$ cat src/axil_pkg.sv
package axil_pkg;

   // Bus widths of the AXI-Lite slave port
   localparam int AXIL_ADDR_W = 32;
   localparam int AXIL_DATA_W = 32;
   localparam int AXIL_STRB_W = AXIL_DATA_W / 8;

   // The two response codes the subsystem produces
   typedef enum logic [1:0] {
      OKAY   = 2'b00,
      SLVERR = 2'b10
   } axil_resp_e;

   // Write address channel
   typedef struct packed {
      logic [AXIL_ADDR_W-1:0] addr;
      logic                   valid;
   } axil_aw_t;

   // Write data channel
   typedef struct packed {
      logic [AXIL_DATA_W-1:0] data;
      logic [AXIL_STRB_W-1:0] strb;
      logic                   valid;
   } axil_w_t;

   // Read address channel
   typedef struct packed {
      logic [AXIL_ADDR_W-1:0] addr;
      logic                   valid;
   } axil_ar_t;

   // Write response channel
   typedef struct packed {
      axil_resp_e resp;
      logic       valid;
   } axil_b_t;

   // Read data channel
   typedef struct packed {
      logic [AXIL_DATA_W-1:0] data;
      axil_resp_e             resp;
      logic                   valid;
   } axil_r_t;

endpackage

$ cat src/iob_pkg.sv
package iob_pkg;

   // Native bus carries the same widths as the AXI-Lite side
   localparam int IOB_ADDR_W = axil_pkg::AXIL_ADDR_W;
   localparam int IOB_DATA_W = axil_pkg::AXIL_DATA_W;
   localparam int IOB_STRB_W = IOB_DATA_W / 8;

   // Lowest bit of the 2-bit target field in the address
   localparam int TGT_LSB = 12;

   // Target field values that select a target
   // Field values 2 and 3 are left unmapped
   localparam logic [1:0] MAP_REGS = 2'd0;
   localparam logic [1:0] MAP_RAM  = 2'd1;

   // Nonzero wstrb marks a write
   typedef struct packed {
      logic                  valid;
      logic [IOB_ADDR_W-1:0] addr;
      logic [IOB_DATA_W-1:0] wdata;
      logic [IOB_STRB_W-1:0] wstrb;
   } iob_req_t;

   typedef struct packed {
      logic                  ready;
      logic                  rvalid;
      logic [IOB_DATA_W-1:0] rdata;
      logic                  err;
   } iob_rsp_t;

   typedef enum logic [1:0] {
      TGT_REGS,
      TGT_RAM,
      TGT_NONE
   } iob_target_e;

   function automatic iob_target_e target_of(input logic [IOB_ADDR_W-1:0] addr);
      case (addr[TGT_LSB +: 2])
         MAP_REGS: return TGT_REGS;
         MAP_RAM:  return TGT_RAM;
         default:  return TGT_NONE;
      endcase
   endfunction

endpackage

$ cat src/iob_decode.sv
`timescale 1ns/1ps

module iob_decode (
   input  logic              clk,
   input  logic              reset,
   input  iob_pkg::iob_req_t req,
   output iob_pkg::iob_rsp_t rsp,
   output iob_pkg::iob_req_t regs_req,
   input  iob_pkg::iob_rsp_t regs_rsp,
   output iob_pkg::iob_req_t ram_req,
   input  iob_pkg::iob_rsp_t ram_rsp
);

   iob_pkg::iob_target_e tgt;
   logic                 none_hit;
   // Accepted read to an unmapped address, answered next cycle
   logic                 none_rd_q;

   assign tgt      = iob_pkg::target_of(req.addr);
   assign none_hit = req.valid && (tgt == iob_pkg::TGT_NONE);

   always_comb begin
      regs_req       = req;
      regs_req.valid = req.valid && (tgt == iob_pkg::TGT_REGS);
      ram_req        = req;
      ram_req.valid  = req.valid && (tgt == iob_pkg::TGT_RAM);
   end

   always_ff @(posedge clk) begin
      if (reset) begin
         none_rd_q <= 1'b0;
      end else begin
         none_rd_q <= none_hit && (req.wstrb == '0);
      end
   end

   always_comb begin
      case (tgt)
         iob_pkg::TGT_REGS: rsp.ready = regs_rsp.ready;
         iob_pkg::TGT_RAM:  rsp.ready = ram_rsp.ready;
         default:           rsp.ready = 1'b1;
      endcase

      rsp.rvalid = regs_rsp.rvalid || ram_rsp.rvalid || none_rd_q;

      // Unmapped reads return zero
      if (regs_rsp.rvalid) begin
         rsp.rdata = regs_rsp.rdata;
      end else if (ram_rsp.rvalid) begin
         rsp.rdata = ram_rsp.rdata;
      end else begin
         rsp.rdata = '0;
      end

      rsp.err = none_hit || none_rd_q || regs_rsp.err || ram_rsp.err;
   end

   // Only one target answers a read at a time, so the data merge is safe
   a_one_target: assert property (@(posedge clk) disable iff (reset)
      $onehot0({regs_rsp.rvalid, ram_rsp.rvalid, none_rd_q}));

endmodule

$ cat config.mk
export PLATFORM = sky130hd
export DESIGN_NAME = iob_decode
export DESIGN_NICKNAME = d
export VERILOG_FILES = /design/src/axil_pkg.sv /design/src/iob_pkg.sv /design/src/iob_decode.sv
export SDC_FILE = /design/constraint.sdc
export NUM_CORES = 1
export LEC_CHECK = 0
export ABC_AREA = 1
export BUFFER_PORTS_ARGS = -buffer_cell sky130_fd_sc_hd__buf_2
export CAP_MARGIN = 25
export CORE_AREA = 2 2 120 122
export CTS_CLUSTER_SIZE = 28
export DETAILED_ROUTE_END_ITERATION = 6
export DIE_AREA = 0 0 122 124
export SLEW_MARGIN = 20
export SYNTH_ARGS = -nofsm -noshare
export SYNTH_HDL_FRONTEND = slang
export SYNTH_SLANG_ARGS = --single-unit
$ cat constraint.sdc
create_clock -name clk -period 0.8 [get_ports clk]
set_input_delay 0.04 -clock clk [delete_from_list [all_inputs] [get_ports clk]]
set_output_delay 0.04 -clock clk [all_outputs]
set_load 0.01 [all_outputs]
* Yosys cells after proc, flatten, opt, wreduce, memory -nomap -nowiden
Index checks and enable logic that the tools add are counted.
Word-level totals: register bits 1, latch bits 0, bits in writable memories 0, ROM bits 0, output and inout bits 173, memories kept 0
Operators by class: add/subtract/negate cells 0, multipliers 0, div/mod/pow operators 0, $lt $le $gt $ge 0, equality and inequality tests 3, shifts and indexed selects 0, muxes and demuxes 4, bitwise logic cells 0, reductions and logical operators 12
Operators with widths (count):
- 2-to-1 mux 32 bit | 2
- logical OR 1 bit | 5
- == test 2 x 1 -> 1 bit, second input constant | 2
- logical AND 1 bit | 4
- zero test 2 bit | 2
- zero test 4 bit | 1
- case mux 2 bit (2 select lines) | 1
- == test 2 bit, second input constant | 1
- case mux 1 bit (2 select lines) | 1

* Longest topological paths before layout
word-level depth 7, gate-level depth with buffers 5, gate-level depth less buffers 4

* Worst setup path after synthesis
No wires, ideal clock.
kind reg2out, start reg none_rd_q, end out rsp[0] (netlist bit), arrival 0.558 ns, setup slack 0.202 ns, cell stages (with the launch flop) 3, cell sequence dfxtp_1 -> nor3_1 -> nand2_1
RTL lines:
- start, declared | RTL line iob_decode.sv:17 | logic none_rd_q;
- start signal, assigned | RTL line iob_decode.sv:33 | none_rd_q <= none_hit && (req.wstrb == '0);
- end, declared | RTL line iob_decode.sv:7 | output iob_pkg::iob_rsp_t rsp,

==> run_results.csv <==
group,metric,value,unit
power_and_ir_drop,internal_power,0.3958,mW
sta,max_freq,1.386,GHz
place,gp_congestion,0.6656,
layout,utilization,10.88,%
critical_path,crit_type,"reg -> out",
logic_synthesis,synth.top_cells.by_count,"140 x buf_4, 71 x nand2_1, 24 x nand3_1",
critical_path,cp-start-kind,"flip-flop",
floorplan,dieArea,15130,sq um
layout,insertedDiodeCount,0,
place,dp_hpwl,4104,um
floorplan,dieWidth,122,um
sta,post-route-period-util,90.22,%
logic_synthesis,ys_types,12,
sta,finalMaxSlewViolations,0,
sta,timing.slew.headroom,86.89,%
power_and_ir_drop,pwr-share-clk,0,%
power_and_ir_drop,swShare,49.89,%
layout,fin_cells,431,
status,status,"completed",
routing,first_pass_iters,4,
place,numPortBuffers,127,
critical_path,crit_fanout,2,
power_and_ir_drop,p_seq_share,6.5,%
floorplan,initial_core_util,12.48,%
layout,drive_gt1_share,56.97,%
critical_path,cp.required,0.76,ns
logic_synthesis,synth_edf_count,0,
power_and_ir_drop,p_leak,0.8947,nW
logic_synthesis,yosysMostFrequentCell,"buf_4",
floorplan,die-height,124,um
global_routing,grt_pass1_vias,1124,
flow_run,cap_violations,0,
power_and_ir_drop,p_per_area,529.1,nW/um^2
sta,hold_viol_final,0,
logic_synthesis,yosys.area.top_type,"buf_4",
routing,viasPerCell,3.206,
layout,fill_cells,1628,
logic_synthesis,synth_cells,266,
global_routing,grt_pass1_wl,6251,um
layout,top_regs,"none_rd_q (1)",
routing,vias,1382,
logic_synthesis,async_flop_share,0,%
sta,setup-violations-final,0,
critical_path,slowest_stage,"dfxtp_1",
floorplan,core_area,13720,sq um
power_and_ir_drop,power_switching,0.3940,mW
global_routing,grt_max_degree,34,
logic_synthesis,yosysWarnings,0,
sta,fin_crit,0.7217,ns
place,dpl.cell_count,430,
routing,routed_wl,5140,um
layout,area_delta_synth_final,-12.79,%
logic_synthesis,netlist_area,1712,sq um
critical_path,cp_slowest_stage_delay,0.30,ns
cts,ctsHoldBuffers,0,
logic_synthesis,ys_seq_elements,1,
logic_synthesis,ys_top_cells_by_area,"buf_4 61%, nand2_1 16%, nand3_1 7.0%",
logic_synthesis,synth-main-ff-cell,"dfxtp_1",
hold_path,hold_path_class,"in -> out",
sta,tightest_slew,0.1966,ns
critical_path,arrival,0.68,ns
power_and_ir_drop,vdd_ir_drop_max,0.1098,mV
global_routing,grt_usage,5.359,%
critical_path,cp_cell_sequence,"nor3_1 -> nand2_1 -> buf_2",
logic_synthesis,yosysSeqAreaShare,1.170,%
routing,ant_nets,0,
cts,post_cts_buffers,0,
sta,rsz0062_at_grt,"false",
routing,drcViolationCount,0,
global_routing,antenna_found_initial,0,
logic_synthesis,synth_fp_nets,407,
floorplan,rows,43,
power_and_ir_drop,pwr-share-comb,93.5,%
logic_synthesis,avgSynthCellArea,6.435,sq um
global_routing,overflow,0,
cts,clk_pin_slew,0,ns
layout,largest_reg_flops,1,
critical_path,crit_path_end_kind,"primary output",
floorplan,ios,314,
routing,drt_iter0_markers,38,
layout,final_nets,394,
routing,wl_per_cell,11.93,um
logic_synthesis,yosys.area.top_type_share,61.40,%
layout,largest_register,"none_rd_q",
## area by class of cell
class,count,area (sq um),share of cell area (%)
timing repair buffer,131,688.2,46.10
multi-input combinational,113,519.2,34.79
tap,180,225.2,15.09
inverter,5,31.28,2.096
sequential,1,20.02,1.341
timing repair inverter,1,8.758,0.5868
## power groups by stage
stage               Clock (mW)  Sequential, mW  Combinational, mW
floorplan                    0          0.0513               1.05
global placement             0          0.0514              0.727
detailed placement           0          0.0513              0.733
CTS                          0          0.0514              0.734
global route                 0          0.0514              0.817
finish                       0          0.0514              0.738
## stage by stage
step                      hold slack [ns]  power [mW]  setup slack (ns)     TNS (ns)  instance area [sq um]
after floorplan                    0.1307       1.097            0.2021            0                   1712
after global placement            0.08010      0.7785        -0.0003385   -0.0003385                   1469
after detailed placement          0.08010      0.7848       -0.00001227  -0.00001227                   1469
after CTS                         0.08010      0.7850         -0.003705    -0.003705                   1469
after global routing              0.08002      0.8687           0.02054            0                   1493
final                             0.08000      0.7897           0.07826            0                   1493
## what timing repair did
action,in CTS,in global routing
gates resized for setup,0,5
endpoints found under the hold margin,0,0
endpoints found under the setup margin,1,31
cloned,0,1
## final timing paths
kind     endpoint  slack (ns)  cells after the start            startpoint
max        rsp[0]        0.08                      3  none_rd_q$_SDFF_PP0_
min   ram_req[61]        0.08                      0               req[61]
## cells in the final DEF, fill, tap and decap left out
cell	instances
buf_2	126
nand2_1	71
nand3_1	24
nand3_2	10
nor2_1	6
inv_1	4
nor3_1	2
buf_6	2
buf_4	2
clkinv_8	1
inv_6	1
dfxtp_1	1
buf_12	1
## critical path: cells and delay by family, from the launching register on
kind | cells | cell delay, ns
simple gates | 2 | 0.25
flops | 1 | 0.30
buf+inv | 1 | 0.14
## routing by layer
layer	part of all wire (%)	track usage, %
met1	33	4.660
met2	42	8.275
met3	19	4.625
met4	5.9	3.448
met5	0	0
## kinds of logic (layout without fill, tap and decap cells)
group | Yosys count | after routing | synth area share, %
AND/OR/NAND/NOR | 113 | 113 | 30.34
buffers and inverters | 152 | 137 | 68.49
flip-flops | 1 | 1 | 1.170
Note: power is estimated with default switching activity, not from simulation.
