### config.mk
export PLATFORM = sky130hd
export DESIGN_NAME = iob_reg_bank
export DESIGN_NICKNAME = d
export VERILOG_FILES = /design/src/axil_pkg.sv /design/src/iob_pkg.sv /design/src/iob_reg_bank.sv
export SDC_FILE = /design/constraint.sdc
export NUM_CORES = 1
export LEC_CHECK = 0
export BUFFER_PORTS_ARGS = -buffer_cell sky130_fd_sc_hd__buf_2
export CAP_MARGIN = 25
export CORE_MARGIN = 1.5
export CORE_UTILIZATION = 25
export CTS_CLUSTER_DIAMETER = 100
export CTS_CLUSTER_SIZE = 30
export DETAILED_ROUTE_END_ITERATION = 10
export GPL_ROUTABILITY_DRIVEN = 0
export PLACE_DENSITY_LB_ADDON = 0.1
export SKIP_CTS_REPAIR_TIMING = 1
export SLEW_MARGIN = 0
export SYNTH_ARGS = -nofsm -noshare
export SYNTH_HDL_FRONTEND = slang
export SYNTH_SLANG_ARGS = --single-unit
### constraint.sdc
create_clock -name clk -period 3 [get_ports clk]
set_input_delay 0.6 -clock clk [delete_from_list [all_inputs] [get_ports clk]]
set_output_delay 0.6 -clock clk [all_outputs]
set_load 0.02 [all_outputs]
### src/axil_pkg.sv
package axil_pkg;

   // Bus widths of the AXI-Lite slave port
   localparam int AXIL_ADDR_W = 32;
   localparam int AXIL_DATA_W = 32;
   localparam int AXIL_STRB_W = AXIL_DATA_W / 8;

   // The two response codes the subsystem produces
   typedef enum logic [1:0] {
      OKAY   = 2'b00,
      SLVERR = 2'b10
   } axil_resp_e;

   // Write address channel
   typedef struct packed {
      logic [AXIL_ADDR_W-1:0] addr;
      logic                   valid;
   } axil_aw_t;

   // Write data channel
   typedef struct packed {
      logic [AXIL_DATA_W-1:0] data;
      logic [AXIL_STRB_W-1:0] strb;
      logic                   valid;
   } axil_w_t;

   // Read address channel
   typedef struct packed {
      logic [AXIL_ADDR_W-1:0] addr;
      logic                   valid;
   } axil_ar_t;

   // Write response channel
   typedef struct packed {
      axil_resp_e resp;
      logic       valid;
   } axil_b_t;

   // Read data channel
   typedef struct packed {
      logic [AXIL_DATA_W-1:0] data;
      axil_resp_e             resp;
      logic                   valid;
   } axil_r_t;

endpackage

### src/iob_pkg.sv
package iob_pkg;

   // Native bus carries the same widths as the AXI-Lite side
   localparam int IOB_ADDR_W = axil_pkg::AXIL_ADDR_W;
   localparam int IOB_DATA_W = axil_pkg::AXIL_DATA_W;
   localparam int IOB_STRB_W = IOB_DATA_W / 8;

   // Lowest bit of the 2-bit target field in the address
   localparam int TGT_LSB = 12;

   // Target field values that select a target
   // Field values 2 and 3 are left unmapped
   localparam logic [1:0] MAP_REGS = 2'd0;
   localparam logic [1:0] MAP_RAM  = 2'd1;

   // Nonzero wstrb marks a write
   typedef struct packed {
      logic                  valid;
      logic [IOB_ADDR_W-1:0] addr;
      logic [IOB_DATA_W-1:0] wdata;
      logic [IOB_STRB_W-1:0] wstrb;
   } iob_req_t;

   typedef struct packed {
      logic                  ready;
      logic                  rvalid;
      logic [IOB_DATA_W-1:0] rdata;
      logic                  err;
   } iob_rsp_t;

   typedef enum logic [1:0] {
      TGT_REGS,
      TGT_RAM,
      TGT_NONE
   } iob_target_e;

   function automatic iob_target_e target_of(input logic [IOB_ADDR_W-1:0] addr);
      case (addr[TGT_LSB +: 2])
         MAP_REGS: return TGT_REGS;
         MAP_RAM:  return TGT_RAM;
         default:  return TGT_NONE;
      endcase
   endfunction

endpackage

### src/iob_reg_bank.sv
`timescale 1ns/1ps

module iob_reg_bank #(
   parameter int N_REGS = 8
) (
   input  logic              clk,
   input  logic              reset,
   input  iob_pkg::iob_req_t req,
   output iob_pkg::iob_rsp_t rsp
);

   localparam int IDX_W = $clog2(N_REGS);
   localparam logic [IDX_W-1:0] CNT_IDX = IDX_W'(N_REGS - 1);

   // Last entry holds the write count
   logic [iob_pkg::IOB_DATA_W-1:0] regs [N_REGS];
   logic [IDX_W-1:0]               idx;
   logic                           wr_en;
   logic                           rd_en;
   logic                           rvalid_q;
   logic [iob_pkg::IOB_DATA_W-1:0] rdata_q;

   // Word address wraps modulo N_REGS
   assign idx   = req.addr[2 +: IDX_W];
   assign wr_en = req.valid && (req.wstrb != '0);
   assign rd_en = req.valid && (req.wstrb == '0);

   always_ff @(posedge clk) begin
      if (reset) begin
         for (int i = 0; i < N_REGS; i++) begin
            regs[i] <= '0;
         end
      end else if (wr_en) begin
         if (idx != CNT_IDX) begin
            for (int lane = 0; lane < iob_pkg::IOB_STRB_W; lane++) begin
               if (req.wstrb[lane]) begin
                  regs[idx][8*lane +: 8] <= req.wdata[8*lane +: 8];
               end
            end
         end
         // Writes to the counter itself still count
         regs[CNT_IDX] <= regs[CNT_IDX] + 1'b1;
      end
   end

   always_ff @(posedge clk) begin
      if (reset) begin
         rvalid_q <= 1'b0;
      end else begin
         rvalid_q <= rd_en;
      end
   end

   always_ff @(posedge clk) begin
      if (rd_en) begin
         rdata_q <= regs[idx];
      end
   end

   always_comb begin
      rsp.ready  = 1'b1;
      rsp.rvalid = rvalid_q;
      rsp.rdata  = rdata_q;
      rsp.err    = 1'b0;
   end

endmodule

# After elaboration in Yosys (flattened, before gate mapping)
# Memories as Yosys holds them, arrays and structs flattened. A register that Yosys moved wholly into a read port is not among the register bits.
# Cells that the tools add are included.
# word_totals
mem_bits_rw	256
n_memories	1
mem_bits_ro	0
latch_bits	0
output_inout_bits	35
register_bits	1
word_cells	39
inputBits	71
# op_classes
n_mul	0
eq_ne	1
n_bitwise	1
div_mod_pow	0
order_cmp	0
n_mux	29
add_sub_neg	1
n_shift	0
n_reduce_logical	5
# memory_table
memory	depth	width	rd	rd_ports_with_merged_regs	write_ports	line	source
regs	8	32	2	1	8	iob_reg_bank.sv:16	logic [iob_pkg::IOB_DATA_W-1:0] regs [N_REGS];
# op_table
cell	count
$mux W32	2
$add A32 B1 Y32 const B	1
$reduce_or A32 Y1	1
$mux W1	25
$logic_not A4 Y1	1
$mux W4	1
$reduce_bool A4 Y1	1
$mux W3	1
$ne A3 B3 Y1 const B	1
$logic_and A1 B1 Y1	2
$or A1 B1 Y1	1

# Longest topological paths before layout
# depth
ltp_word	7
depth_mapped	7

# Least setup slack after synthesis
# Ideal clock, no wire load.
# synth_path
path_kind	input port to flip-flop
start	input req[1] (netlist bit)
end	register rdata_q[0] (netlist bit), read port of regs (enable)
stages	2
required_time_ns	2.608
t_arrival_ns	2.131
path_slack_ns	0.477
path_cell_list	nor4_1 and2_1
# synth_between
elab_chain_cells	2
# synth_lines
item	line	source
from (decl)	iob_reg_bank.sv:8	input iob_pkg::iob_req_t req,
$logic_not A4 Y1	iob_reg_bank.sv:26	assign rd_en = req.valid && (req.wstrb == '0);
$logic_and A1 B1 Y1	iob_reg_bank.sv:26	
via rd_en	iob_reg_bank.sv:19	logic rd_en;
to (decl)	iob_reg_bank.sv:21	logic [iob_pkg::IOB_DATA_W-1:0] rdata_q;
# The timed path passes the listed nets, and every way through them passes these cells.
# A chain may end at the register's enable or synchronous reset.

==> metrics.txt <==
status=complete, no violations; pin count of the biggest net entering global routing=34; Post-synth top cells=288 x edfxtp_1, 228 x and2_1, 60 x nor2_1; H-tree Lvls=1; final hold violation count=0; drt first pass iters=5; ranking of synthesized cells by area=edfxtp_1 65%, and2_1 11%, a221oi_1 2.3%; Via Count=8591; Setup TNS=0 ns; Hold Path Stages=2; CP top delay family=simple AND/OR/NAND/NOR gates; dpl cell area=0.01492 sq mm; Initial Util=25.33%; crit path from=regs[7][1]; Max Fclk=425.1 MHz; core area=0.05255 sq mm; Pwr Total=7.863 mW; Worst Hold End=regs[0][18]; critical path cell sequence=ha_1 > nand4_4 > or3_4 > or4_1 > a21oi_1; Syn Nets=approximately 1100; Detailed Route Iter0 Violations=740; post-DP HPWL=30570 microns; worst reg2reg startpoint=regs[7][1]; Post-synth EDFFs=288; Ports=106; die footprint=around 0.055 sq mm; Sink Count=289; share of the synthesized area in the top cell type=64.96%; placed insts=1782; Syn Inst Count=~990; Seq/Total Area, Yosys=65.11%; CP max stage cell=edfxtp_1; Power Dens Cells=512.1 mW/mm^2; CTS tree=built; post-synthesis cell area=roughly 0.013 sq mm; critical path arrival=2.75 ns; Worst Hold Class=input pin to flop; worst path bufs/invs=0; synth unique cells=55; Worst R2R Setup Slack=roughly 0.65 ns; clk slew on worst S/H paths=0.13 ns; hold slack=0.4194 ns; final count of pins violating max slew=0; Mean Syn Cell Area=13.41 sq um; Worst-Skew Late Latency=between 0.5 and 0.6 ns; worst path required time=approximately 3.4 ns; Die W=233.8 microns; share of layout cells above drive strength 1=21.58%; Worst Slack Setup Final=0.6477 ns; max_cap viols=0; clk buf depth=3; Root Buffer Master=clkbuf_16; Worst R2R Path Depth=5; # setup viols final=0; Worst setup EP type=flop; Final Cycle Share=between 70 and 80%; gr ovfl total=0; Peak VDD IR=around 0.00030 V; first-pass GRT wire length=around 64000 microns; vias per cell=4.760; antenna violations before repair=1; Leak=5.292 nW; Die H=about 230 microns; max_slew headroom=33.45%; final net count=1182; post-route cell area=0.01536 sq mm; num rows=84; total clock buffers created by CTS=14; crit path kind=flop to flop; most common cell in the netlist=edfxtp_1; #FFs+latches synth=just under 300; unrepaired setup endpoints after global routing=false; fin cells=1805; Post-synth ARST share=0%; total track usage=16.64%; CP Launch Type=flop; post-layout utilization of the core=between 20 and 30%; Area Growth Syn to Fin=15.35%; pre-CTS setup slack=approximately 0.22 ns; post-DR wirelength/cell=25.05 microns; hold path start=req[22]; critical path peak fanout=12; warnings from Yosys=0; ys flop type=edfxtp_1; Inserted Diodes=0; Detail Route Antenna Nets=0; Routed WL=45210 microns; Layout Skew=between 0.02 and 0.025 ns; number of global-route vias before repair=8491; slew of the pin with the lowest slew margin=approximately 1.0 ns; CP max stage delay=0.53 ns; Final min period=2.352 ns; # DRC=0; RR Endpoint=regs[7][28]; Synth area leader=edfxtp_1; I/O Buffers=74
[cell type report]
class                      count  area (sq um)
multi-input combinational    653          4437
clock buffer                  16         379.1
fill                        5350         37190
inverter                       7         26.28
tap                          688         860.8
sequential                   289          8668
timing repair buffer         145         928.4
clock inverter                 7         56.30
[placed cells by master, fill, tap and decap left out, drive strengths merged, types with 4 or more instances in the layout]
cell type / n
a21o: 4
a21oi: 22
a221o: 5
a221oi: 35
a22oi: 23
and2: 228
and3: 7
buf: 145
clkbuf: 16
clkinv: 5
edfxtp: 288
inv: 8
mux2: 26
mux2i: 25
mux4: 9
nand2: 50
nand3: 8
nand4: 6
nor2: 60
nor2b: 6
nor3: 9
nor4: 12
o21ai: 13
o221ai: 8
o2bb2ai: 6
o31ai: 7
or2: 30
or3: 11
or4: 8
xnor2: 9
[logic make-up (layout without fill, tap and decap cells)]
kind of cell,Yosys count,in the layout,share of synthesized area [%]
and+or+nand+nor,438,438,18.76
DFF,289,289,65.11
AOI/OAI and AO/OA,141,141,7.942
muxes,60,60,5.630
buffers and inverters,51,175,1.682
xor gates and xnor gates,11,11,0.7237
other,2,2,0.05641
adders and majority gates,1,1,0.09397
[worst max-delay path by stage]
stage | end | depth (start not counted)
after CTS | regs[7][28] | 5
after global placement | regs[5][28] | 5
after global routing | regs[7][30] | 5
final | regs[7][28] | 5
after detailed placement | regs[5][28] | 5
after floorplan | rdata_q[0] | 2
[flip-flops by register name (all words and copies together), names as in the netlist]
register / count
rvalid_q: 1
rdata_q: 32
regs: 256
[power by group]
group / internal, mW / switching, mW / total (mW) / leakage, nW
Sequential: 4.66 / 0.103 / 4.76 / 2.79
Clock: 0.951 / 1.43 / 2.38 / 0.214
Combinational: 0.243 / 0.477 / 0.720 / 2.29
Total: 5.85 / 2.01 / 7.86 / 5.29
[routing by layer]
layer	part of all wire (%)	track usage, %	up-vias	wire [microns]
met4	1.6	3.245	0	707
met5	0	0	-	0
met3	3.6	1.775	32	1609
met2	47	27.20	192	21350
met1	48	23.87	4418	21540
li1	-	-	3949	-
[worst register-to-register path, delay by kind of cell, from the launching register on]
| family | cells | cell delay, ns |
|---|---|---|
| adders and majority gates | 1 | 0.34 |
| DFF | 1 | 0.53 |
| and+or+nand+nor | 3 | 1.19 |
| AOI/OAI and AO/OA | 1 | 0.16 |
(Power assumes the default switching activity.)
