===== config.mk =====
export PLATFORM = sky130hd
export DESIGN_NAME = axil2iob
export DESIGN_NICKNAME = d
export VERILOG_FILES = /design/src/axil_pkg.sv /design/src/iob_pkg.sv /design/src/axil2iob.sv
export SDC_FILE = /design/constraint.sdc
export NUM_CORES = 1
export LEC_CHECK = 0
export ABC_AREA = 1
export BUFFER_PORTS_ARGS = -buffer_cell sky130_fd_sc_hd__buf_2
export CAP_MARGIN = 30
export CELL_PAD_IN_SITES_DETAIL_PLACEMENT = 1
export CELL_PAD_IN_SITES_GLOBAL_PLACEMENT = 2
export CORE_ASPECT_RATIO = 1.4
export CORE_UTILIZATION = 31
export CTS_CLUSTER_SIZE = 24
export DETAILED_ROUTE_END_ITERATION = 10
export PLACE_DENSITY = 0.93
export SLEW_MARGIN = 0
export SYNTH_ARGS = -nofsm -noshare
export SYNTH_HDL_FRONTEND = slang
export SYNTH_SLANG_ARGS = --single-unit

===== constraint.sdc =====
create_clock -name clk -period 12.81 [get_ports clk]
set_input_delay 2.562 -clock clk [delete_from_list [all_inputs] [get_ports clk]]
set_output_delay 2.562 -clock clk [all_outputs]
set_load 0.005 [all_outputs]

===== src/axil_pkg.sv =====
package axil_pkg;

   // Bus widths of the AXI-Lite slave port
   localparam int AXIL_ADDR_W = 32;
   localparam int AXIL_DATA_W = 32;
   localparam int AXIL_STRB_W = AXIL_DATA_W / 8;

   // The two response codes the subsystem produces
   typedef enum logic [1:0] {
      OKAY   = 2'b00,
      SLVERR = 2'b10
   } axil_resp_e;

   // Write address channel
   typedef struct packed {
      logic [AXIL_ADDR_W-1:0] addr;
      logic                   valid;
   } axil_aw_t;

   // Write data channel
   typedef struct packed {
      logic [AXIL_DATA_W-1:0] data;
      logic [AXIL_STRB_W-1:0] strb;
      logic                   valid;
   } axil_w_t;

   // Read address channel
   typedef struct packed {
      logic [AXIL_ADDR_W-1:0] addr;
      logic                   valid;
   } axil_ar_t;

   // Write response channel
   typedef struct packed {
      axil_resp_e resp;
      logic       valid;
   } axil_b_t;

   // Read data channel
   typedef struct packed {
      logic [AXIL_DATA_W-1:0] data;
      axil_resp_e             resp;
      logic                   valid;
   } axil_r_t;

endpackage


===== src/iob_pkg.sv =====
package iob_pkg;

   // Native bus carries the same widths as the AXI-Lite side
   localparam int IOB_ADDR_W = axil_pkg::AXIL_ADDR_W;
   localparam int IOB_DATA_W = axil_pkg::AXIL_DATA_W;
   localparam int IOB_STRB_W = IOB_DATA_W / 8;

   // Lowest bit of the 2-bit target field in the address
   localparam int TGT_LSB = 12;

   // Target field values that select a target
   // Field values 2 and 3 are left unmapped
   localparam logic [1:0] MAP_REGS = 2'd0;
   localparam logic [1:0] MAP_RAM  = 2'd1;

   // Nonzero wstrb marks a write
   typedef struct packed {
      logic                  valid;
      logic [IOB_ADDR_W-1:0] addr;
      logic [IOB_DATA_W-1:0] wdata;
      logic [IOB_STRB_W-1:0] wstrb;
   } iob_req_t;

   typedef struct packed {
      logic                  ready;
      logic                  rvalid;
      logic [IOB_DATA_W-1:0] rdata;
      logic                  err;
   } iob_rsp_t;

   typedef enum logic [1:0] {
      TGT_REGS,
      TGT_RAM,
      TGT_NONE
   } iob_target_e;

   function automatic iob_target_e target_of(input logic [IOB_ADDR_W-1:0] addr);
      case (addr[TGT_LSB +: 2])
         MAP_REGS: return TGT_REGS;
         MAP_RAM:  return TGT_RAM;
         default:  return TGT_NONE;
      endcase
   endfunction

endpackage


===== src/axil2iob.sv =====
`timescale 1ns/1ps

module axil2iob (
   input  logic               clk,
   input  logic               reset,
   input  axil_pkg::axil_aw_t aw,
   input  axil_pkg::axil_w_t  w,
   input  axil_pkg::axil_ar_t ar,
   output logic               awready,
   output logic               wready,
   output logic               arready,
   output axil_pkg::axil_b_t  b,
   input  logic               bready,
   output axil_pkg::axil_r_t  r,
   input  logic               rready,
   output iob_pkg::iob_req_t  iob_req,
   input  iob_pkg::iob_rsp_t  iob_rsp
);

   typedef enum logic [2:0] {
      IDLE,
      WR_REQ,
      RD_REQ,
      RD_WAIT,
      WR_RESP,
      RD_RESP
   } state_e;

   state_e state;
   state_e state_next;

   // Halves of a write that arrived ahead of the other
   logic aw_held;
   logic w_held;

   logic aw_fire;
   logic w_fire;
   logic ar_fire;
   logic have_aw;
   logic have_w;

   logic [axil_pkg::AXIL_ADDR_W-1:0] waddr_q;
   logic [axil_pkg::AXIL_ADDR_W-1:0] raddr_q;
   logic [axil_pkg::AXIL_DATA_W-1:0] wdata_q;
   logic [axil_pkg::AXIL_STRB_W-1:0] wstrb_q;
   logic [axil_pkg::AXIL_DATA_W-1:0] rdata_q;
   axil_pkg::axil_resp_e             bresp_q;
   axil_pkg::axil_resp_e             rresp_q;

   assign awready = (state == IDLE) && !aw_held;
   assign wready  = (state == IDLE) && !w_held;
   // A complete write takes priority over a read
   assign arready = (state == IDLE) && !aw_held && !w_held && !(aw.valid && w.valid);

   assign aw_fire = aw.valid && awready;
   assign w_fire  = w.valid && wready;
   assign ar_fire = ar.valid && arready;
   assign have_aw = aw_held || aw_fire;
   assign have_w  = w_held || w_fire;

   always_comb begin
      state_next = state;
      case (state)
         IDLE: begin
            if (have_aw && have_w) begin
               state_next = WR_REQ;
            end else if (ar_fire) begin
               state_next = RD_REQ;
            end
         end
         WR_REQ:  if (iob_rsp.ready) state_next = WR_RESP;
         RD_REQ:  if (iob_rsp.ready) state_next = RD_WAIT;
         RD_WAIT: if (iob_rsp.rvalid) state_next = RD_RESP;
         WR_RESP: if (bready) state_next = IDLE;
         RD_RESP: if (rready) state_next = IDLE;
         default: state_next = IDLE;
      endcase
   end

   always_ff @(posedge clk) begin
      if (reset) begin
         state   <= IDLE;
         aw_held <= 1'b0;
         w_held  <= 1'b0;
      end else begin
         state <= state_next;
         if (state == IDLE) begin
            // Both halves go out together, so the flags clear
            aw_held <= have_aw && !have_w;
            w_held  <= have_w && !have_aw;
         end
      end
   end

   // Captured address, data and response payload
   always_ff @(posedge clk) begin
      if (aw_fire) begin
         waddr_q <= aw.addr;
      end
      if (w_fire) begin
         wdata_q <= w.data;
         wstrb_q <= w.strb;
      end
      if (ar_fire) begin
         raddr_q <= ar.addr;
      end
      if (state == WR_REQ && iob_rsp.ready) begin
         bresp_q <= iob_rsp.err ? axil_pkg::SLVERR : axil_pkg::OKAY;
      end
      if (state == RD_WAIT && iob_rsp.rvalid) begin
         rdata_q <= iob_rsp.rdata;
         rresp_q <= iob_rsp.err ? axil_pkg::SLVERR : axil_pkg::OKAY;
      end
   end

   always_comb begin
      iob_req.valid = (state == WR_REQ) || (state == RD_REQ);
      iob_req.addr  = (state == WR_REQ) ? waddr_q : raddr_q;
      iob_req.wdata = wdata_q;
      iob_req.wstrb = (state == WR_REQ) ? wstrb_q : '0;
   end

   always_comb begin
      b.valid = (state == WR_RESP);
      b.resp  = bresp_q;
      r.valid = (state == RD_RESP);
      r.data  = rdata_q;
      r.resp  = rresp_q;
   end

   a_iob_hold: assert property (@(posedge clk) disable iff (reset)
      iob_req.valid && !iob_rsp.ready |=> iob_req.valid && $stable(iob_req.addr));

   a_b_hold: assert property (@(posedge clk) disable iff (reset)
      b.valid && !bready |=> b.valid && $stable(b.resp));

   a_r_hold: assert property (@(posedge clk) disable iff (reset)
      r.valid && !rready |=> r.valid && $stable(r.data));

endmodule


Word-level counts from Yosys, hierarchy flattened. Cells that the tools add are included.

Register bits: 141. Word-level logic and storage cells: 55. Output and inout port bits: 110.

Equal/unequal tests: 11. Mux-type cells: 11. Reduce and logical (&&, ||, !) cells: 23.

Operators by type and width (count): $mux 32 (1); $mux 3 (7); $pmux 3 s6 (1); $logic_and 1x1->1 (13); $eq 3x2->1 const B (2); $eq 3x3->1 const B (2); $ne 2x2->1 const B (3); $reduce_and 6->1 (1); $logic_not 1->1 (5); $mux 4 (1); $ne 2x1->1 const B (2); $eq 3x1->1 const B (1); $logic_not 3->1 (1); $logic_or 1x1->1 (3); $ne 3x2->1 const B (1); $mux 2 (1).

Depth between registers and ports, before layout.
Depth in word-level cells: 8. Mapped depth: 10. Mapped depth without buffers: 9.

Worst setup path before layout. Ideal clock, no wire load.

Kind: input port to flip-flop. From: in iob_rsp[33] in the netlist's numbering. To: reg rdata_q[0] in the netlist's numbering, enable pin. Data required time: 12.304 ns. Setup time: 0.506 ns. Arrival time: 5.748 ns. Setup slack: 6.556 ns. Stages: 2. Path through: inv_1 nor4_1.

Longest elaborated chain between the ends: 1.

RTL lines: start: declaration (RTL line axil2iob.sv:17) `input iob_pkg::iob_rsp_t iob_rsp`; $logic_and 1x1->1 (RTL line axil2iob.sv:110) `if (state == RD_WAIT && iob_rsp.rvalid) begin`; end signal: assignment (RTL line axil2iob.sv:111) `rdata_q <= iob_rsp.rdata;`; end: declaration (RTL line axil2iob.sv:46) `logic [axil_pkg::AXIL_DATA_W-1:0] rdata_q;`.

No other way between the ends. A chain may end at the register's enable or synchronous reset.

Final worst setup path.
From: in w[0] in the netlist's numbering. To: out arready.

Longest elaborated chain between the ends: 3.

RTL lines: start: declaration (RTL line axil2iob.sv:7) `input axil_pkg::axil_w_t w,`; $logic_and 1x1->1 (RTL line axil2iob.sv:53) `assign arready = (state == IDLE) && !aw_held && !w_held && !(aw.valid && w.valid);`; $logic_not 1->1 (RTL line axil2iob.sv:53); $logic_and 1x1->1 (RTL line axil2iob.sv:53); end: declaration (RTL line axil2iob.sv:11) `output logic arready,`.

No other way between the ends.

==> impl_metrics.csv <==
group,metric,value,unit
timing,fin_crit_sh,45.5,%
yosys,netlist_instances,324,
cts,ctsResizeCount,0,
status,status,"completed",
power,leakagePower,3.10,nW
cts,htree_levels,4,
cts,cts_buffers,17,
timing,setup-tns-final,0,ns
power,p_per_area,202,mW/mm2
yosys,synth_top_area_cell,"edfxtp_1",
final_layout,stdcell_count,798,
yosys,synth_edf_count,134,
yosys,synth_ff_type,"edfxtp_1",
routing,drtIter0Drc,88,
yosys,synth_area,0.00496,mm2
placement,gp_congestion,0.788,
timing,finalClockSkew,0.0122,ns
power,power_frac_seq,44.5,%
yosys,yosysUniqueCellTypes,27,
routing,dr.pass1.iters,4,
floorplan,fp.dieH,152,um
timing,setup_slack,6.98,ns
hold_path,hold_path.class,"flip-flop to flip-flop",
global_route,grt_max_degree,40,
power,p_sw,0.437,mW
routing,antenna_left,0,
routing,vias,3530,
floorplan,dieArea,0.0165,mm2
cts,holdBufCountCts,0,
placement,dp.cells,764,
floorplan,fp.dieW,109,um
floorplan,core-area,0.0156,mm2
power,p_clk_share,32.2,%
setup_path,cp-start-kind,"input pin",
power,power_frac_comb,23.3,%
cts,clk_pin_slew,0.06,ns
setup_path,end_kind,"output pin",
yosys,synth_area_leaders,"edfxtp_1 (81%), nand2_1 (7.9%), dfxtp_1 (2.0%)",
timing,fin_crit,5.83,ns
routing,drc_errors,0,
final_layout,utilization,45.1,%
cts,postCtsSetupBuffers,0,
placement,dp_hpwl,10300,um
final_layout,drive_gt1_share,50.6,%
routing,drt-met1-wl,4500,um
global_route,grt_pass1_vias,3764,
timing,hold_viol_final,0,
routing,wire_per_inst,16.9,um
floorplan,rows,54,
setup_path,arrival,3.27,ns
final_layout,syn_to_final_growth,41.8,%
routing,routed.top_layer,"met4",
global_route,grt_usage,16.0,%
cts,cts_root_buf,"clkbuf_16",
routing,wl,13500,um
global_route,antenna_found_initial,1,
setup_path,worstPathMaxFanout,3,
routing,via_per_inst,4.42,
timing,fmaxAchievable,0.172,GHz
power,ir_drop,0.137,mV
setup_path,required,10.25,ns
power,swShare,30.7,%
yosys,ys_seq_elements,139,
final_layout,num-nets-final,730,
global_route,grt_pass1_wl,18900,um
cts,cts_sinks,139,
timing,final-max-slew-violation-count,0,
placement,place_ws,6.99,ns
timing,rsz0062_at_grt,"false",
global_route,grt_overflow,0,
floorplan,floorplan.initialDensity,31.8,%
floorplan,ios,252,
setup_path,critPathKind,"input pin to output pin",
yosys,yosys_warnings,0,
routing,route.met2.wl,7300,um
cts,clock_latency,0.41,ns
placement,io_buffers,249,
routing,wl_met3,1380,um
yosys,yosysTopAreaCellShare,81.0,%
yosys,ys_seq_area_share,83.1,%
yosys,synth-async-reset-ratio,0,%
flow_run,max_cap_viol_count,0,
cts,clk_path_buf_depth,2,
timing,setup_violations,0,
yosys,syn_avg_cell_area,15.3,um2
cts,cts_tree,"built",
power,p_int,0.984,mW
-- placed cells by master (no fill, tap or decap), types with 2 or more instances in the layout --
master | netlist | routed
buf_2 | 5 | 249
edfxtp_1 | 134 | 134
nand2_1 | 104 | 104
inv_1 | 21 | 21
clkbuf_16 | 0 | 17
nor2_1 | 11 | 10
nand3_1 | 9 | 9
a21oi_1 | 6 | 6
dfxtp_1 | 5 | 5
inv_6 | 0 | 4
inv_8 | 0 | 4
buf_4 | 3 | 4
nor2_4 | 2 | 3
nand2_2 | 3 | 3
clkinv_4 | 0 | 3
nand3_2 | 2 | 2
nor3_1 | 3 | 2
a21oi_2 | 2 | 2
conb_1 | 1 | 2
clkinv_2 | 0 | 2
clkinvlp_4 | 0 | 2
-- power by group through the flow --
stage	registers [mW]	clock network [mW]	logic, mW
CTS	0.634	0.470	0.335
floorplan	0.641	0	0.170
global route	0.640	0.486	0.372
finish	0.632	0.458	0.331
global placement	0.637	0	0.314
detailed placement	0.642	0	0.333
-- worst paths after layout --
check	startpoint	to	slack [ns]	depth (start not counted)
hold / removal	aw_held	aw_held	0.54	2
setup / recovery	w[0]	arready	6.98	4
setup reg to reg	state[0]	raddr_q[31]	10.89	6
hold reg to reg	aw_held	aw_held	0.54	2
-- registers in the layout (all words and copies together), names as in the netlist --
name,flops
aw_held,1
bresp_q,1
raddr_q,32
rdata_q,32
rresp_q,1
state,3
w_held,1
waddr_q,32
wdata_q,32
wstrb_q,4
-- cells by family (layout without fill, tap and decap cells) --
group           after synthesis  count (layout)  synth area share (%)
flops                       139             139                  83.1
other cells                   1               3                0.0755
buf+inv                      33             309                  3.15
simple gates                140             140                  11.9
compound gates               11              11                  1.76
-- worst max-delay path: stages --
cell	delay, ns
buf_2	0.11
a21oi_1	0.25
nor3b_1	0.21
buf_2	0.14
-- cell type report --
cell class | instances | area, um2
fill | 1690 | 8570
clock inverter | 15 | 131
tap | 196 | 245
clock buffer | 17 | 425
sequential | 139 | 4120
timing repair buffer | 255 | 1320
inverter | 22 | 82.6
antenna | 1 | 2.50
multi-input combinational | 153 | 707
-- metrics by stage --
| step | area, um2 | power (mW) | hold WS [ns] |
|---|---|---|---|
| floorplan | 4970 | 0.811 | 0.476 |
| global placement | 6430 | 0.950 | 0.510 |
| detailed placement | 6460 | 0.976 | 0.525 |
| CTS | 7020 | 1.44 | 0.534 |
| global route | 7040 | 1.50 | 0.577 |
| finish | 7040 | 1.42 | 0.542 |
-- Yosys cell counts, types with 2 or more instances --
library cell and n:
edfxtp_1 134, nand2_1 104, inv_1 21, nor2_1 11, nand3_1 9, a21oi_1 6
buf_2 5, dfxtp_1 5, buf_4 3, nand2_2 3, nor3_1 3, a21oi_2 2
buf_6 2, nand3_2 2, nor2_4 2
-- metal layers --
| layer | vias up | global-route usage [%] |
|---|---|---|
| li1 | 1648 | - |
| met1 | 1666 | 14.5 |
| met2 | 196 | 30.0 |
| met3 | 20 | 5.99 |
| met4 | 0 | 8.38 |
| met5 | - | 0.974 |
(Power assumes the default switching activity.)
